File: config.mk
export PLATFORM = sky130hd
export DESIGN_NAME = wb_arbiter
export DESIGN_NICKNAME = d
export VERILOG_FILES = /design/src/verilog/core_types_pkg.sv /design/src/verilog/wb_bus_pkg.sv /design/src/verilog/wb_arbiter.sv
export VERILOG_INCLUDE_DIRS = /design/src /design/src/verilog
export SDC_FILE = /design/constraint.sdc
export NUM_CORES = 1
export LEC_CHECK = 0
export BUFFER_PORTS_ARGS = -buffer_cell sky130_fd_sc_hd__clkbuf_2
export CORE_AREA = 2 2 119 121
export CTS_CLUSTER_SIZE = 10
export DETAILED_ROUTE_END_ITERATION = 16
export DIE_AREA = 0 0 121 123
export GPL_ROUTABILITY_DRIVEN = 0
export PLACE_DENSITY = 0.39
export SLEW_MARGIN = 20
export SYNTH_ARGS = -nofsm -noshare
export SYNTH_HDL_FRONTEND = slang
export SYNTH_SLANG_ARGS = --single-unit
File: constraint.sdc
create_clock -name clk -period 2.33 [get_ports clk]
set_clock_uncertainty 0.2 [all_clocks]
set_input_delay 0.233 -clock clk [delete_from_list [all_inputs] [get_ports clk]]
set_output_delay 0.233 -clock clk [all_outputs]
set_load 0.02 [all_outputs]
File: src/verilog/fetch_cfg.svh
`ifndef FETCH_CFG_SVH
`define FETCH_CFG_SVH

// address and data width in bits
`define XLEN 32

// memory depth in 32-bit words
// only the low word-index bits of an address select a word
`define MEM_WORDS 1024

// first fetch address after reset
`define RESET_PC 32'h0000_0000

// addi x0,x0,0
// shown on the fetch output when no instruction is valid
`define NOP_INST 32'h0000_0013

`endif

File: src/verilog/core_types_pkg.sv
`include "fetch_cfg.svh"

package core_types_pkg;

  // byte address
  typedef logic [`XLEN-1:0] addr_t;

  // one rv32 instruction, always 32 bits
  typedef logic [31:0] inst_t;

  // data word as moved over the bus
  typedef logic [`XLEN-1:0] word_t;

  // fetch sequencer states
  // IDLE  no bus cycle open, output empty or being taken
  // REQ   bus cycle open, waiting for ack
  // HOLD  output occupied and downstream stalled
  typedef enum logic [1:0] {
    IDLE = 2'd0,
    REQ  = 2'd1,
    HOLD = 2'd2
  } fetch_state_t;

endpackage

File: src/verilog/wb_bus_pkg.sv
package wb_bus_pkg;

  // wishbone classic request from a master
  // cyc and stb rise together and stay up until ack
  typedef struct packed {
    logic                  cyc;
    logic                  stb;
    logic                  we;
    core_types_pkg::addr_t addr;
    core_types_pkg::word_t wdata;
  } wb_req_t;

  // slave response
  // rdata only meaningful on the ack cycle of a read
  typedef struct packed {
    logic                  ack;
    core_types_pkg::word_t rdata;
  } wb_rsp_t;

  // which master owns the memory
  typedef enum logic [1:0] {
    GNT_NONE  = 2'd0,
    GNT_DATA  = 2'd1,
    GNT_FETCH = 2'd2
  } grant_t;

endpackage

File: src/verilog/wb_arbiter.sv
`timescale 1ns/100ps

module wb_arbiter (
  input  logic                clk,
  input  logic                rst_n,
  input  wb_bus_pkg::wb_req_t data_req_i,
  input  wb_bus_pkg::wb_req_t fetch_req_i,
  output wb_bus_pkg::wb_rsp_t data_rsp_o,
  output wb_bus_pkg::wb_rsp_t fetch_rsp_o,
  output wb_bus_pkg::wb_req_t mem_req_o,
  input  wb_bus_pkg::wb_rsp_t mem_rsp_i
);

  wb_bus_pkg::grant_t grant_q;
  wb_bus_pkg::grant_t pick;
  wb_bus_pkg::grant_t sel;

  // fixed priority, load/store ahead of fetch
  always_comb begin
    if (data_req_i.cyc) begin
      pick = wb_bus_pkg::GNT_DATA;
    end else if (fetch_req_i.cyc) begin
      pick = wb_bus_pkg::GNT_FETCH;
    end else begin
      pick = wb_bus_pkg::GNT_NONE;
    end
  end

  // grant register
  // only chosen while idle, dropped on the owner's ack
  always_ff @(posedge clk or negedge rst_n) begin
    if (!rst_n) begin
      grant_q <= wb_bus_pkg::GNT_NONE;
    end else if (grant_q == wb_bus_pkg::GNT_NONE) begin
      grant_q <= pick;
    end else if (mem_rsp_i.ack) begin
      grant_q <= wb_bus_pkg::GNT_NONE;
    end
  end

  // while idle the winner goes straight through
  // so the memory sees stb in the grant cycle
  assign sel = (grant_q == wb_bus_pkg::GNT_NONE) ? pick : grant_q;

  always_comb begin
    case (sel)
      wb_bus_pkg::GNT_DATA:  mem_req_o = data_req_i;
      wb_bus_pkg::GNT_FETCH: mem_req_o = fetch_req_i;
      default:               mem_req_o = '0;
    endcase
  end

  // ack back to the owner only
  // the loser sees no ack and keeps waiting
  assign data_rsp_o.ack    = mem_rsp_i.ack & (grant_q == wb_bus_pkg::GNT_DATA);
  assign data_rsp_o.rdata  = mem_rsp_i.rdata;
  assign fetch_rsp_o.ack   = mem_rsp_i.ack & (grant_q == wb_bus_pkg::GNT_FETCH);
  assign fetch_rsp_o.rdata = mem_rsp_i.rdata;

endmodule

# Yosys cells after proc, flatten, opt, wreduce, memory -nomap -nowiden
# Index checks and enable logic that the tools add are counted.
[totals] reg_bits=2 output_inout_bits=133 inputBits=169 elab_cells=15
[op_classes] n_eq_ne=4 bitwise_logic=2 reduce_logical=2 mux=6
[op_table] cell="$pmux W67 S2" n=1
[op_table] cell="$mux W2" n=5
[op_table] cell="$eq A2 B1 Y1 const B" n=2
[op_table] cell="$eq A2 B2 Y1 const B" n=2
[op_table] cell="$and A1 B1 Y1" n=2
[op_table] cell="$logic_not A2 Y1" n=1
[op_table] cell="$reduce_bool A2 Y1" n=1

# Logic depth before layout (Yosys ltp)
[depth] word_depth=5 depth_mapped=7 ltp_nobuf=5

# Worst setup path before layout
# Ideal clock, no wire load.
[synth_path] path_kind="register to output" startpoint="register grant_q[0]" endpoint="output mem_req_o[31] in the netlist's numbering" t_required_ns=1.897 slack_ns=0.180 stages_incl_launch_ff=7 n_path_buf=2 arrival_ns=1.717 cell_sequence="dfrtp_1 -> nor3b_1 -> or2_2 -> ha_1 -> buf_2 -> buf_2 -> nor2_1"
[synth_rtl] item="from (decl)" line="wb_arbiter.sv:14" text="wb_bus_pkg::grant_t grant_q;"
[synth_rtl] item="from (signal assigned)" line="wb_arbiter.sv:33" text="grant_q <= wb_bus_pkg::GNT_NONE;"
[synth_rtl] item="from (signal assigned)" line="wb_arbiter.sv:35" text="grant_q <= pick;"
[synth_rtl] item="from (signal assigned)" line="wb_arbiter.sv:37" text="grant_q <= wb_bus_pkg::GNT_NONE;"
[synth_rtl] item="to (decl)" line="wb_arbiter.sv:10" text="output wb_bus_pkg::wb_req_t mem_req_o,"

==> summary.md <==
| Metric | Value |
|---|---|
| Sequential share of the synthesized area | `0.0332` |
| I/O Buffers | `205` |
| Syn Inst Count | `~240` |
| Worst path buffer plus inverter count | `2` |
| Die Height | `about 120 µm` |
| Pre-Repair DR Iteration Count | `4` |
| First-pass GRT wire length | `a little over 8000 µm` |
| Largest net degree at the start of global routing | `38` |
| Initial DRC count | `64` |
| CP max stage cell | `dfrtp_2` |
| Starting Density | `0.111` |
| Worst hold start | `mem_rsp_i[32]` |
| Synth top area share | `0.359` |
| CP arrival | `1.82 ns` |
| Syn avg cell area | `6.42 µm²` |
| DIE AREA | `roughly 15,000 µm²` |
| Flop2flop setup slack | `1.25 ns` |
| Max transition margin | `0.828` |
| TritonCTS clock tree | `done` |
| Clk buf depth | `2` |
| Largest register FFs | `2` |
| Setup violations, final | `0` |
| Rows | `43` |
| Worst slew pin tran | `0.258 ns` |
| Worst vdd ir | `approximately 0.00036 V` |
| Largest cells by area after synthesis | `buf_4 36%, a22oi_1 33%, nor2_1 17%, buf_2 3.3%, dfrtp_1 3.3%` |
| Status | `finished clean` |
| Gr busiest metal | `met2` |
| Setup TNS | `0 ns` |
| H-tree depth | `1` |
| Drt wl/cell | `~12 µm` |
| Routing usage on met3 | `0.00923` |
| CP Class | `register to output pin` |
| P per Cell Area | `between 600 and 700 nW/µm²` |
| CTS Sinks | `2` |
| RSZ-0062 raised after global routing | `yes` |
| Layout Cells excl Fill | `547` |
| Total gr overflow | `0` |
| Max Clk Rate | `approximately 440 MHz` |
| Core ar. | `13,600 µm²` |
| Vias in the first global route | `1,784` |
| Vias | `between 2k and 2.5k` |
| Biggest register | `grant_q` |
| Synth cell types | `17` |
| Final core utilization | `0.187` |
| Worst-path fanout max | `18` |
| Hold path endpoint | `grant_q[0]$_DFFE_PN0P_` |
| IO Count | `302` |
| Inserted Diodes | `0` |
| Setup Fix Bufs, Post-CTS | `0` |
| Critical R2R Launch | `grant_q[0]$_DFFE_PN0P_` |
| Largest registers | `grant_q (2)` |
| Met2 Use GR | `0.130` |
| Total wire length | `6680 µm` |
| YS warnings | `0` |
| Post-route ant nets | `0` |
| Critical Path Start Type | `register` |
| Tot Pwr | `1.62 mW` |
| Leakage power | `1.41 nW` |
| Initial antenna violation count | `0` |
| Die width | `121 µm` |
| Hold Path Class | `primary input to register` |
| Clk slew on worst S/H paths | `0.03 ns` |
| Final hold vios | `0` |
| Syn Nets | `406` |
| Worst Path Required | `between 1.5 and 2 ns` |
| Clk root buf | `clkbuf_16` |
| Reg-to-Reg End | `grant_q[1]$_DFFE_PN0P_` |
| Fill cell count | `1,543` |
| Final Cycle Share | `0.969` |
| Placed insts | `between 500 and 600` |
| Hold Path Depth | `2` |
| DP Area | `2260 µm²` |
| Share of layout cells above drive strength 1 | `0.608` |
| Critical Path, Cell by Cell | `nor3b_4, or2_4, ha_4, clkbuf_16, a22oi_1, nor2_1, buf_4` |
| Final net count | `540` |
| Worst r2r path cells | `2` |
| Met1 global-route usage | `0.0720` |
| Crit-path leading delay family | `simple AND/OR/NAND/NOR gates` |
| Yosys reg bits | `2` |
| Design area | `2540 µm²` |
| Max-cap violations | `0` |
| Final min period | `2.26 ns` |
| DP Wirelength | `5110 µm` |
| Clock Latency Late Sink | `between 0.2 and 0.25 ns` |
| GRT Resource Usage Total | `0.0675` |
| Synthesis-to-layout area growth | `68.6%` |
| DRC Markers | `0` |
| Inserted Clock Buffers | `3` |
| DR vias/cell | `around 3.9` |
| Synth area leader | `buf_4` |
| Crit end category | `output pin` |
| Post-Syn Area | `1510 µm²` |
| Worst stage delay on the critical path | `0.44 ns` |
| Pins Over Slew Limit | `0` |
power breakdown:
group | total [mW] | internal, mW | switching, mW
Combinational | 1.31 | 0.549 | 0.762
Sequential | 0.0492 | 0.0407 | 0.00853
Clock | 0.258 | 0.218 | 0.0400
Total | 1.62 | 0.808 | 0.811
cells in the final DEF, fill, tap and decap left out:
| cell | instances |
|---|---|
| a21oi_1 | 1 |
| buf_2 | 20 |
| clkbuf_16 | 5 |
| dfrtp_1 | 1 |
| ha_2 | 1 |
| a22oi_2 | 2 |
| a22oi_1 | 65 |
| buf_6 | 2 |
| ha_4 | 1 |
| nand2b_1 | 2 |
| nor3b_4 | 1 |
| buf_12 | 4 |
| dfrtp_2 | 1 |
| a21o_1 | 1 |
| and3_1 | 1 |
| nor2b_1 | 1 |
| or2_4 | 1 |
| buf_4 | 43 |
| inv_1 | 1 |
| mux2i_1 | 1 |
| clkbuf_2 | 142 |
| dlygate4sd3_1 | 1 |
| nor2_1 | 68 |
| nor3b_1 | 1 |
layer usage:
layer | wire length, µm | vias up | part of all wire
li1 | - | 1024 | -
met1 | 2420 | 971 | 0.36
met2 | 3590 | 106 | 0.54
met3 | 477 | 23 | 0.071
met4 | 191 | 0 | 0.029
met5 | 0 | - | 0
how the worst max path moves through the flow:
stage / start / to / slack (ns) / cells past startpoint
after floorplan: grant_q[0]$_DFFE_PN0P_ / mem_req_o[31] / 0.18 / 6
after global placement: grant_q[0]$_DFFE_PN0P_ / mem_req_o[41] / 0.15 / 7
after detailed placement: grant_q[0]$_DFFE_PN0P_ / mem_req_o[26] / 0.12 / 6
after CTS: grant_q[0]$_DFFE_PN0P_ / mem_req_o[41] / 0.002 / 7
after global routing: grant_q[0]$_DFFE_PN0P_ / mem_req_o[57] / -0.05 / 7
final: grant_q[0]$_DFFE_PN0P_ / mem_req_o[57] / 0.07 / 7
Yosys cell counts (all sizes together):
cell	count
a21oi	1
and3	1
a21o	1
buf	83
nor3b	2
a22oi	67
dfrtp	2
ha	2
clkbuf	2
mux2i	1
nand2b	2
or2	1
nor2	68
inv	1
nor2b	1
repair_timing:
| item | CTS | global route |
|---|---|---|
| hold buffers | 1 | 0 |
| endpoints found under the setup margin | 67 | 67 |
| endpoints found under the hold margin | 2 | 0 |
| gates cloned | 0 | 2 |
| gates resized for setup | 4 | 111 |
| pin swaps | 0 | 0 |
through the flow:
step / hold slack [ns] / worst slack (ns)
global route: 0.0690 / -0.0483
global placement: -0.177 / 0.153
finish: 0.0548 / 0.0730
detailed placement: -0.175 / 0.118
CTS: 0.0564 / 0.00228
floorplan: -0.263 / 0.180
final cells by class:
class / instances / area [µm²] / share of cell area
multi-input combinational: 147 / 891 / 0.350
inverter: 1 / 3.75 / 0.00148
clock buffer: 3 / 75.1 / 0.0295
timing repair buffer: 214 / 1300 / 0.510
tap: 180 / 225 / 0.0886
sequential: 2 / 51.3 / 0.0202
worst register-to-register path, delay by kind of cell (launching register included):
family	cells	cell delay, ns
flops	1	0.44
simple gates	1	0.23
compound gates	1	0.15
kinds of logic (layout without fill, tap and decap cells):
group / count (synthesis) / count (layout) / synth area share
buffers and inverters: 86 / 218 / 0.402
and+or+nand+nor: 75 / 75 / 0.200
muxes: 1 / 1 / 0.00664
DFF: 2 / 2 / 0.0332
adders and majority gates: 2 / 2 / 0.0166
AOI/OAI and AO/OA: 69 / 69 / 0.342
No activity file was read; power rests on OpenSTA's default activity.
