File: src/verilog/fetch_cfg.svh
`ifndef FETCH_CFG_SVH
`define FETCH_CFG_SVH

// address and data width in bits
`define XLEN 32

// memory depth in 32-bit words
// only the low word-index bits of an address select a word
`define MEM_WORDS 1024

// first fetch address after reset
`define RESET_PC 32'h0000_0000

// addi x0,x0,0
// shown on the fetch output when no instruction is valid
`define NOP_INST 32'h0000_0013

`endif

File: src/verilog/core_types_pkg.sv
`include "fetch_cfg.svh"

package core_types_pkg;

  // byte address
  typedef logic [`XLEN-1:0] addr_t;

  // one rv32 instruction, always 32 bits
  typedef logic [31:0] inst_t;

  // data word as moved over the bus
  typedef logic [`XLEN-1:0] word_t;

  // fetch sequencer states
  // IDLE  no bus cycle open, output empty or being taken
  // REQ   bus cycle open, waiting for ack
  // HOLD  output occupied and downstream stalled
  typedef enum logic [1:0] {
    IDLE = 2'd0,
    REQ  = 2'd1,
    HOLD = 2'd2
  } fetch_state_t;

endpackage

File: src/verilog/wb_bus_pkg.sv
package wb_bus_pkg;

  // wishbone classic request from a master
  // cyc and stb rise together and stay up until ack
  typedef struct packed {
    logic                  cyc;
    logic                  stb;
    logic                  we;
    core_types_pkg::addr_t addr;
    core_types_pkg::word_t wdata;
  } wb_req_t;

  // slave response
  // rdata only meaningful on the ack cycle of a read
  typedef struct packed {
    logic                  ack;
    core_types_pkg::word_t rdata;
  } wb_rsp_t;

  // which master owns the memory
  typedef enum logic [1:0] {
    GNT_NONE  = 2'd0,
    GNT_DATA  = 2'd1,
    GNT_FETCH = 2'd2
  } grant_t;

endpackage

File: src/verilog/pc_sequencer.sv
`timescale 1ns/100ps
`include "fetch_cfg.svh"

module pc_sequencer (
  input  logic                  clk,
  input  logic                  rst_n,
  input  logic                  stall_i,
  input  logic                  redirect_i,
  input  core_types_pkg::addr_t redirect_pc_i,
  output wb_bus_pkg::wb_req_t   fetch_req_o,
  input  wb_bus_pkg::wb_rsp_t   fetch_rsp_i,
  output core_types_pkg::inst_t inst_o,
  output core_types_pkg::addr_t pc_o,
  output logic                  inst_valid_o
);

  core_types_pkg::fetch_state_t state_q, state_d;
  core_types_pkg::addr_t        next_pc_q, next_pc_d;
  core_types_pkg::addr_t        req_addr_q, req_addr_d;
  core_types_pkg::addr_t        pc_q;
  core_types_pkg::inst_t        inst_q;
  logic                         inst_valid_q, inst_valid_d;
  logic                         drop_q, drop_d;
  logic                         take_rsp;

  // next state, next pc and the response keep/drop decision
  always_comb begin
    state_d    = state_q;
    next_pc_d  = next_pc_q;
    req_addr_d = req_addr_q;
    drop_d     = drop_q;
    take_rsp   = 1'b0;
    // a redirect always wins for the next fetch address
    if (redirect_i) begin
      next_pc_d = redirect_pc_i;
    end
    case (state_q)
      core_types_pkg::REQ: begin
        if (fetch_rsp_i.ack) begin
          // response from the old path is thrown away
          take_rsp = ~drop_q & ~redirect_i;
          if (take_rsp) begin
            next_pc_d = req_addr_q + core_types_pkg::addr_t'(4);
          end
          drop_d  = 1'b0;
          // drop cyc the cycle after ack
          state_d = core_types_pkg::IDLE;
        end else if (redirect_i) begin
          // cycle must finish on the bus, remember to discard it
          drop_d = 1'b1;
        end
      end
      default: begin
        // IDLE or HOLD: issue unless output is full and stalled
        if (redirect_i || !(inst_valid_q && stall_i)) begin
          state_d    = core_types_pkg::REQ;
          req_addr_d = redirect_i ? redirect_pc_i : next_pc_q;
        end else begin
          state_d = core_types_pkg::HOLD;
        end
      end
    endcase
  end

  // output valid
  // cleared by redirect, set by a kept ack, held while stalled
  always_comb begin
    if (redirect_i) begin
      inst_valid_d = 1'b0;
    end else if (take_rsp) begin
      inst_valid_d = 1'b1;
    end else begin
      inst_valid_d = inst_valid_q & stall_i;
    end
  end

  always_ff @(posedge clk or negedge rst_n) begin
    if (!rst_n) begin
      state_q      <= core_types_pkg::IDLE;
      next_pc_q    <= `RESET_PC;
      req_addr_q   <= `RESET_PC;
      drop_q       <= 1'b0;
      inst_valid_q <= 1'b0;
    end else begin
      state_q      <= state_d;
      next_pc_q    <= next_pc_d;
      req_addr_q   <= req_addr_d;
      drop_q       <= drop_d;
      inst_valid_q <= inst_valid_d;
    end
  end

  // instruction and its pc, latched on a kept ack
  always_ff @(posedge clk) begin
    if (take_rsp) begin
      inst_q <= fetch_rsp_i.rdata;
      pc_q   <= req_addr_q;
    end
  end

  // fetch is read only
  assign fetch_req_o.cyc   = (state_q == core_types_pkg::REQ);
  assign fetch_req_o.stb   = (state_q == core_types_pkg::REQ);
  assign fetch_req_o.we    = 1'b0;
  assign fetch_req_o.addr  = req_addr_q;
  assign fetch_req_o.wdata = '0;

  // bubble shows as nop
  assign inst_o       = inst_valid_q ? inst_q : `NOP_INST;
  assign pc_o         = pc_q;
  assign inst_valid_o = inst_valid_q;

endmodule

File: config.mk
export PLATFORM = sky130hd
export DESIGN_NAME = pc_sequencer
export DESIGN_NICKNAME = d
export VERILOG_FILES = /design/src/verilog/core_types_pkg.sv /design/src/verilog/wb_bus_pkg.sv /design/src/verilog/pc_sequencer.sv
export VERILOG_INCLUDE_DIRS = /design/src /design/src/verilog
export SDC_FILE = /design/constraint.sdc
export NUM_CORES = 1
export LEC_CHECK = 0
export ABC_CLOCK_PERIOD_IN_PS = 4150
export BUFFER_PORTS_ARGS = -buffer_cell sky130_fd_sc_hd__buf_2
export CAP_MARGIN = 30
export CORE_MARGIN = 4
export CORE_UTILIZATION = 45
export CTS_CLUSTER_SIZE = 10
export DETAILED_ROUTE_END_ITERATION = 7
export PLACE_DENSITY = 0.73
export SLEW_MARGIN = 30
export SYNTH_ARGS = -nofsm -noshare
export SYNTH_HDL_FRONTEND = slang
export SYNTH_SLANG_ARGS = --single-unit
File: constraint.sdc
create_clock -name clk -period 4.15 [get_ports clk]
set_input_delay 0.83 -clock clk [delete_from_list [all_inputs] [get_ports clk]]
set_output_delay 0.83 -clock clk [all_outputs]
set_load 0.01 [all_outputs]
## Word level (Yosys, flattened, before mapping)

Cells that the tools add are included.

| cells by class | value |
|---|---|
| add/sub/neg operators | 1 |
| equal/unequal tests | 2 |
| mux-type cells | 14 |
| bitwise operators | 5 |
| reductions and logical operators | 6 |

Operator list:

| cell | number |
|---|---|
| $mux 32 | 5 |
| $add 32x3->32 const B | 1 |
| $mux 1 | 6 |
| $mux 2 | 3 |
| $reduce_and 2->1 | 2 |
| $not 1->1 | 3 |
| $and 1x1->1 | 2 |
| $eq 2x1->1 const B | 1 |
| $ne 2x1->1 const B | 1 |
| $reduce_bool 2->1 | 1 |
| $logic_and 1x1->1 | 1 |
| $logic_not 1->1 | 1 |
| $logic_or 1x1->1 | 1 |

| storage, ports and cells | value |
|---|---|
| flip-flop bits (word level) | 132 |
| input bits | 69 |
| word-level logic and storage cells | 35 |

## Depth between registers and ports, before layout

| depth | value |
|---|---|
| depth after elaboration | 6 |
| depth in mapped cells | 7 |
| mapped depth without buffers | 5 |

## Worst setup path after synthesis

Ideal clock, no wire load.

| timing path | value |
|---|---|
| kind | input-to-reg |
| start | in redirect_i |
| end | reg next_pc_q[30] |
| data arrival time | 2.584 ns |
| required time | 4.030 ns |
| path slack | 1.445 ns |
| cell stages on the path | 7 |
| path buffers | 2 |
| path through | buf_2 > nor2_1 > nand2_1 > inv_1 > buf_2 > nand2_1 > o211a_1 |

| on the way | value |
|---|---|
| cells in the longest elaborated chain, start to end | 5 |
| elaborated cells on any way between the ends | 6 |

RTL lines:

| item | line | source |
|---|---|---|
| from (decl) | pc_sequencer.sv:8 | `input logic redirect_i,` |
| $not 1->1 | pc_sequencer.sv:41 | `take_rsp = ~drop_q & ~redirect_i;` |
| $and 1x1->1 | pc_sequencer.sv:41 |  |
| $mux 32 | pc_sequencer.sv:42 | `if (take_rsp) begin` |
| $mux 32 | pc_sequencer.sv:39 | `if (fetch_rsp_i.ack) begin` |
| $mux 32 (*) | pc_sequencer.sv:37 | `case (state_q)` |
| net next_pc_d[30] | pc_sequencer.sv:18 | `core_types_pkg::addr_t next_pc_q, next_pc_d;` |
| to (signal assigned) | pc_sequencer.sv:80 | `` next_pc_q <= `RESET_PC; `` |
| to (signal assigned) | pc_sequencer.sv:86 | `next_pc_q <= next_pc_d;` |
| to (decl) | pc_sequencer.sv:18 |  |

Mark *: on every way through the listed nets, which the timed path passes. The rest lies on a longest branch.
A chain may end at the register's enable or synchronous reset.

## Final worst setup path

| timing path | value |
|---|---|
| start | reg req_addr_q[2] |
| end | reg next_pc_q[26] |

| on the way | value |
|---|---|
| cells in the longest elaborated chain, start to end | 4 |

RTL lines:

| item | line | source |
|---|---|---|
| from (decl) | pc_sequencer.sv:19 | `core_types_pkg::addr_t req_addr_q, req_addr_d;` |
| from (signal assigned) | pc_sequencer.sv:81 | `` req_addr_q <= `RESET_PC; `` |
| from (signal assigned) | pc_sequencer.sv:87 | `req_addr_q <= req_addr_d;` |
| $add 32x3->32 | pc_sequencer.sv:43 | `next_pc_d = req_addr_q + core_types_pkg::addr_t'(4);` |
| $mux 32 | pc_sequencer.sv:42 |  |
| $mux 32 | pc_sequencer.sv:39 |  |
| $mux 32 | pc_sequencer.sv:37 |  |
| net next_pc_d[26] | pc_sequencer.sv:18 |  |

The timed path passes the listed nets, and every way through them passes these cells.

==> results.py <==
metrics = {
    "outcome": {
        "status": "finished clean",
    },
    "worst_setup_path": {
        "cp_max_fo": 14,
        "critPathArrivalTime_ps": 2780,
        "startpoint_type": "flip-flop",
        "critPathRequiredTime_ps": 4450,
        "path_buf_inv": 0,
        "criticalPathCategory": "flip-flop to flip-flop",
        "crit_path_cell_trace": "ha_1 -> nand4_1 -> nor4_4 -> nand3_1 -> o221a_2",
        "critPathMaxStageDelay_ps": 710,
        "crit_family": "simple AND/OR/NAND/NOR gates",
        "crit_path_end_kind": "flip-flop",
        "crit_slowest_cell": "nor4_4",
    },
    "global_route": {
        "grt_pass1_vias": 4130,
        "antenna_found_initial": 1,
        "grt_start_max_net_pins": 64,
        "grt_pass1_wl_um": 21400,
        "grt_use_total_pct": 18.6,
        "grt_remaining_overflow": 0,
    },
    "clocking": {
        "h-tree-depth": 4,
        "cts_setup_buffers": 0,
        "clk_latency_ps": 420,
        "root_buffer": "clkbuf_16",
        "cts_resized": 0,
        "cts_tree": "yes",
        "cts_hold_buf": 0,
        "clkTransAtPathRegs_ps": 60,
        "clock_sinks": 132,
        "cts_inserted_buffers": 17,
        "clk_path_buf_depth": 2,
    },
    "floorplan": {
        "die_h_um": 122,
        "die_w_um": 122,
        "core.rowCount": 41,
        "io_pins": 201,
        "start_util_pct": 46.2,
        "coreArea_mm2": 0.0127,
        "dieArea_mm2": 0.0150,
    },
    "yosys": {
        "synth_common_cells": "68 x dfrtp_1, 64 x edfxtp_1, 42 x nand2_1, 39 x mux2i_1, 34 x buf_4",
        "syn_area_mm2": 0.00588,
        "synth_seq_cells": 132,
        "synthFlopType": "dfrtp_1",
        "synth_cell_type_count": 44,
        "synth_area_leaders": "edfxtp_1 33%, dfrtp_1 29%, mux2i_1 6.6%, buf_4 4.3%, and2_1 3.3%",
        "yosysMostFrequentCell": "dfrtp_1",
        "synth_edf_count": 64,
        "synthArstFlopShare_pct": 51.5,
        "synth_top_cell_area_share_pct": 32.7,
        "synth_top_area_cell": "edfxtp_1",
        "syn_avg_cell_area_um2": 12.5,
        "synth_seq_area_share_pct": 61.6,
        "synthesis.instances": 470,
        "yosys_warnings": 0,
    },
    "hold_path": {
        "hp-class": "input port to asynchronous set/reset pin",
    },
    "routing": {
        "postRouteAntennaNets": 0,
        "first_pass_iters": 4,
        "vias": 4145,
        "routed_wirelength_um": 13700,
        "drc": 0,
        "routed_via_density": 5.08,
        "wire_per_inst_um": 16.7,
        "first_iter_violations": 224,
    },
    "power": {
        "ir_drop_mv": 0.238,
        "power_leakage_nw": 3.29,
        "powerDensity_mw_per_mm2": 528,
    },
    "placement": {
        "place_area_mm2": 0.00672,
        "dp_hpwl_um": 9500,
        "gp_congestion": 0.793,
        "portBuffers": 167,
    },
    "sta": {
        "setup_viol": 0,
        "hold_viol_final": 0,
        "worst_pin_slew_ps": 835,
        "max_freq_mhz": 404,
        "worst_clock_skew_ps": 10.8,
        "maxSlewViolCount": 0,
        "slew-limit-headroom_pct": 43.9,
        "fin_hold_ws_ps": 363,
        "period_minus_slack_ps": 2470,
        "rsz0062_at_grt": "no",
        "setup_tns_ps": 0,
        "fin_crit_sh_pct": 59.6,
    },
    "job": {
        "cap_violations": 0,
    },
    "finish": {
        "final_cell_area_mm2": 0.00738,
        "synthToLayoutAreaGrowth_pct": 25.4,
        "fin_nets": 701,
        "antenna_cells": 0,
        "drive_gt1_share_pct": 35.1,
    },
}
cells in the final DEF (no fill, tap or decap), types with 2 or more instances in the layout:
cell type   count
and3_1          5
a311o_1         2
o21ai_0        31
dfrtp_1        68
nor4_1          3
xnor2_1         8
a211oi_2        6
xor2_1          2
mux2i_1        39
a221oi_1        2
buf_2         167
conb_1         33
a211oi_1       14
and4_2          8
and4_1          5
nor3_1          8
clkinvlp_4      3
clkinv_4        3
bufinv_16       5
mux2_2          2
a21oi_1        10
and2_1         31
inv_1           3
nor4_4          2
edfxtp_1       64
buf_4           3
clkbuf_16      17
inv_6           3
nand4_1         9
nand2_1        41
nor2_1         16
nand3_1        10
nand2b_1        3
flip-flops by register name, summed over array words and instances (netlist names):
register,cells
drop_q,1
inst_q,32
inst_valid_o,1
next_pc_q,32
pc_o,32
req_addr_q,32
state_q,2
cell families (layout without fill, tap and decap cells):
kind of cell             after synthesis  in the layout  synth area share (%)
AO/OA/AOI/OAI                         73             73                  8.51
adder cells (fa/ha/maj)                1              1                 0.213
AND/OR/NAND/NOR                      147            147                  14.3
XOR/XNOR                              10             10                  1.49
other                                  1             33                0.0637
buffers and inverters                 65            207                  6.78
multiplexers                          41             41                  7.02
flip-flops                           132            132                  61.6
report_power, final:
part           switching (mW)  internal (mW)  total (mW)
Sequential              0.190           1.56        1.75
Clock                   0.567           1.07        1.64
Combinational           0.291          0.220       0.511
Total                    1.05           2.85        3.90
stage by stage:
stage          setup slack, ps  total power, mW  cells  utilization (%)
2_1_floorplan             1450             2.05    502                -
3_3_place_gp              1250             2.26    784             52.8
3_5_place_dp              1200             2.29    784             52.9
4_1_cts                   1640             3.94    816             58.0
5_1_grt                   1470             4.08    816             58.0
6_report                  1680             3.90    816             58.0
final timing paths:
check	endpoint	startpoint	cells past startpoint	slack, ps
max in group asynchronous	req_addr_q[20]	rst_n	2	2770
min in group clk	drop_q	drop_q	2	500
hold reg to reg	drop_q	drop_q	2	500
setup reg to reg	next_pc_q[26]	req_addr_q[2]	5	1680
setup / recovery	next_pc_q[26]	req_addr_q[2]	5	1680
hold / removal	next_pc_q[13]	rst_n	1	360
metal layers:
| metal | share of wire [%] | global-route usage [%] | vias up |
|---|---|---|---|
| met5 | 0.088 | 0 | - |
| met4 | 1.2 | 7.42 | 2 |
| met3 | 10 | 5.81 | 21 |
| met2 | 48 | 31.1 | 185 |
| met1 | 41 | 22.5 | 1967 |
| li1 | - | - | 1970 |
area by class of cell:
cell class	count	area, µm²
tap	172	215
inverter	4	16.3
sequential	132	3620
fill	1060	5340
clock buffer	17	425
clock inverter	15	229
multi-input combinational	305	1990
timing repair buffer	171	878
Power figures use the tool's default switching activity.
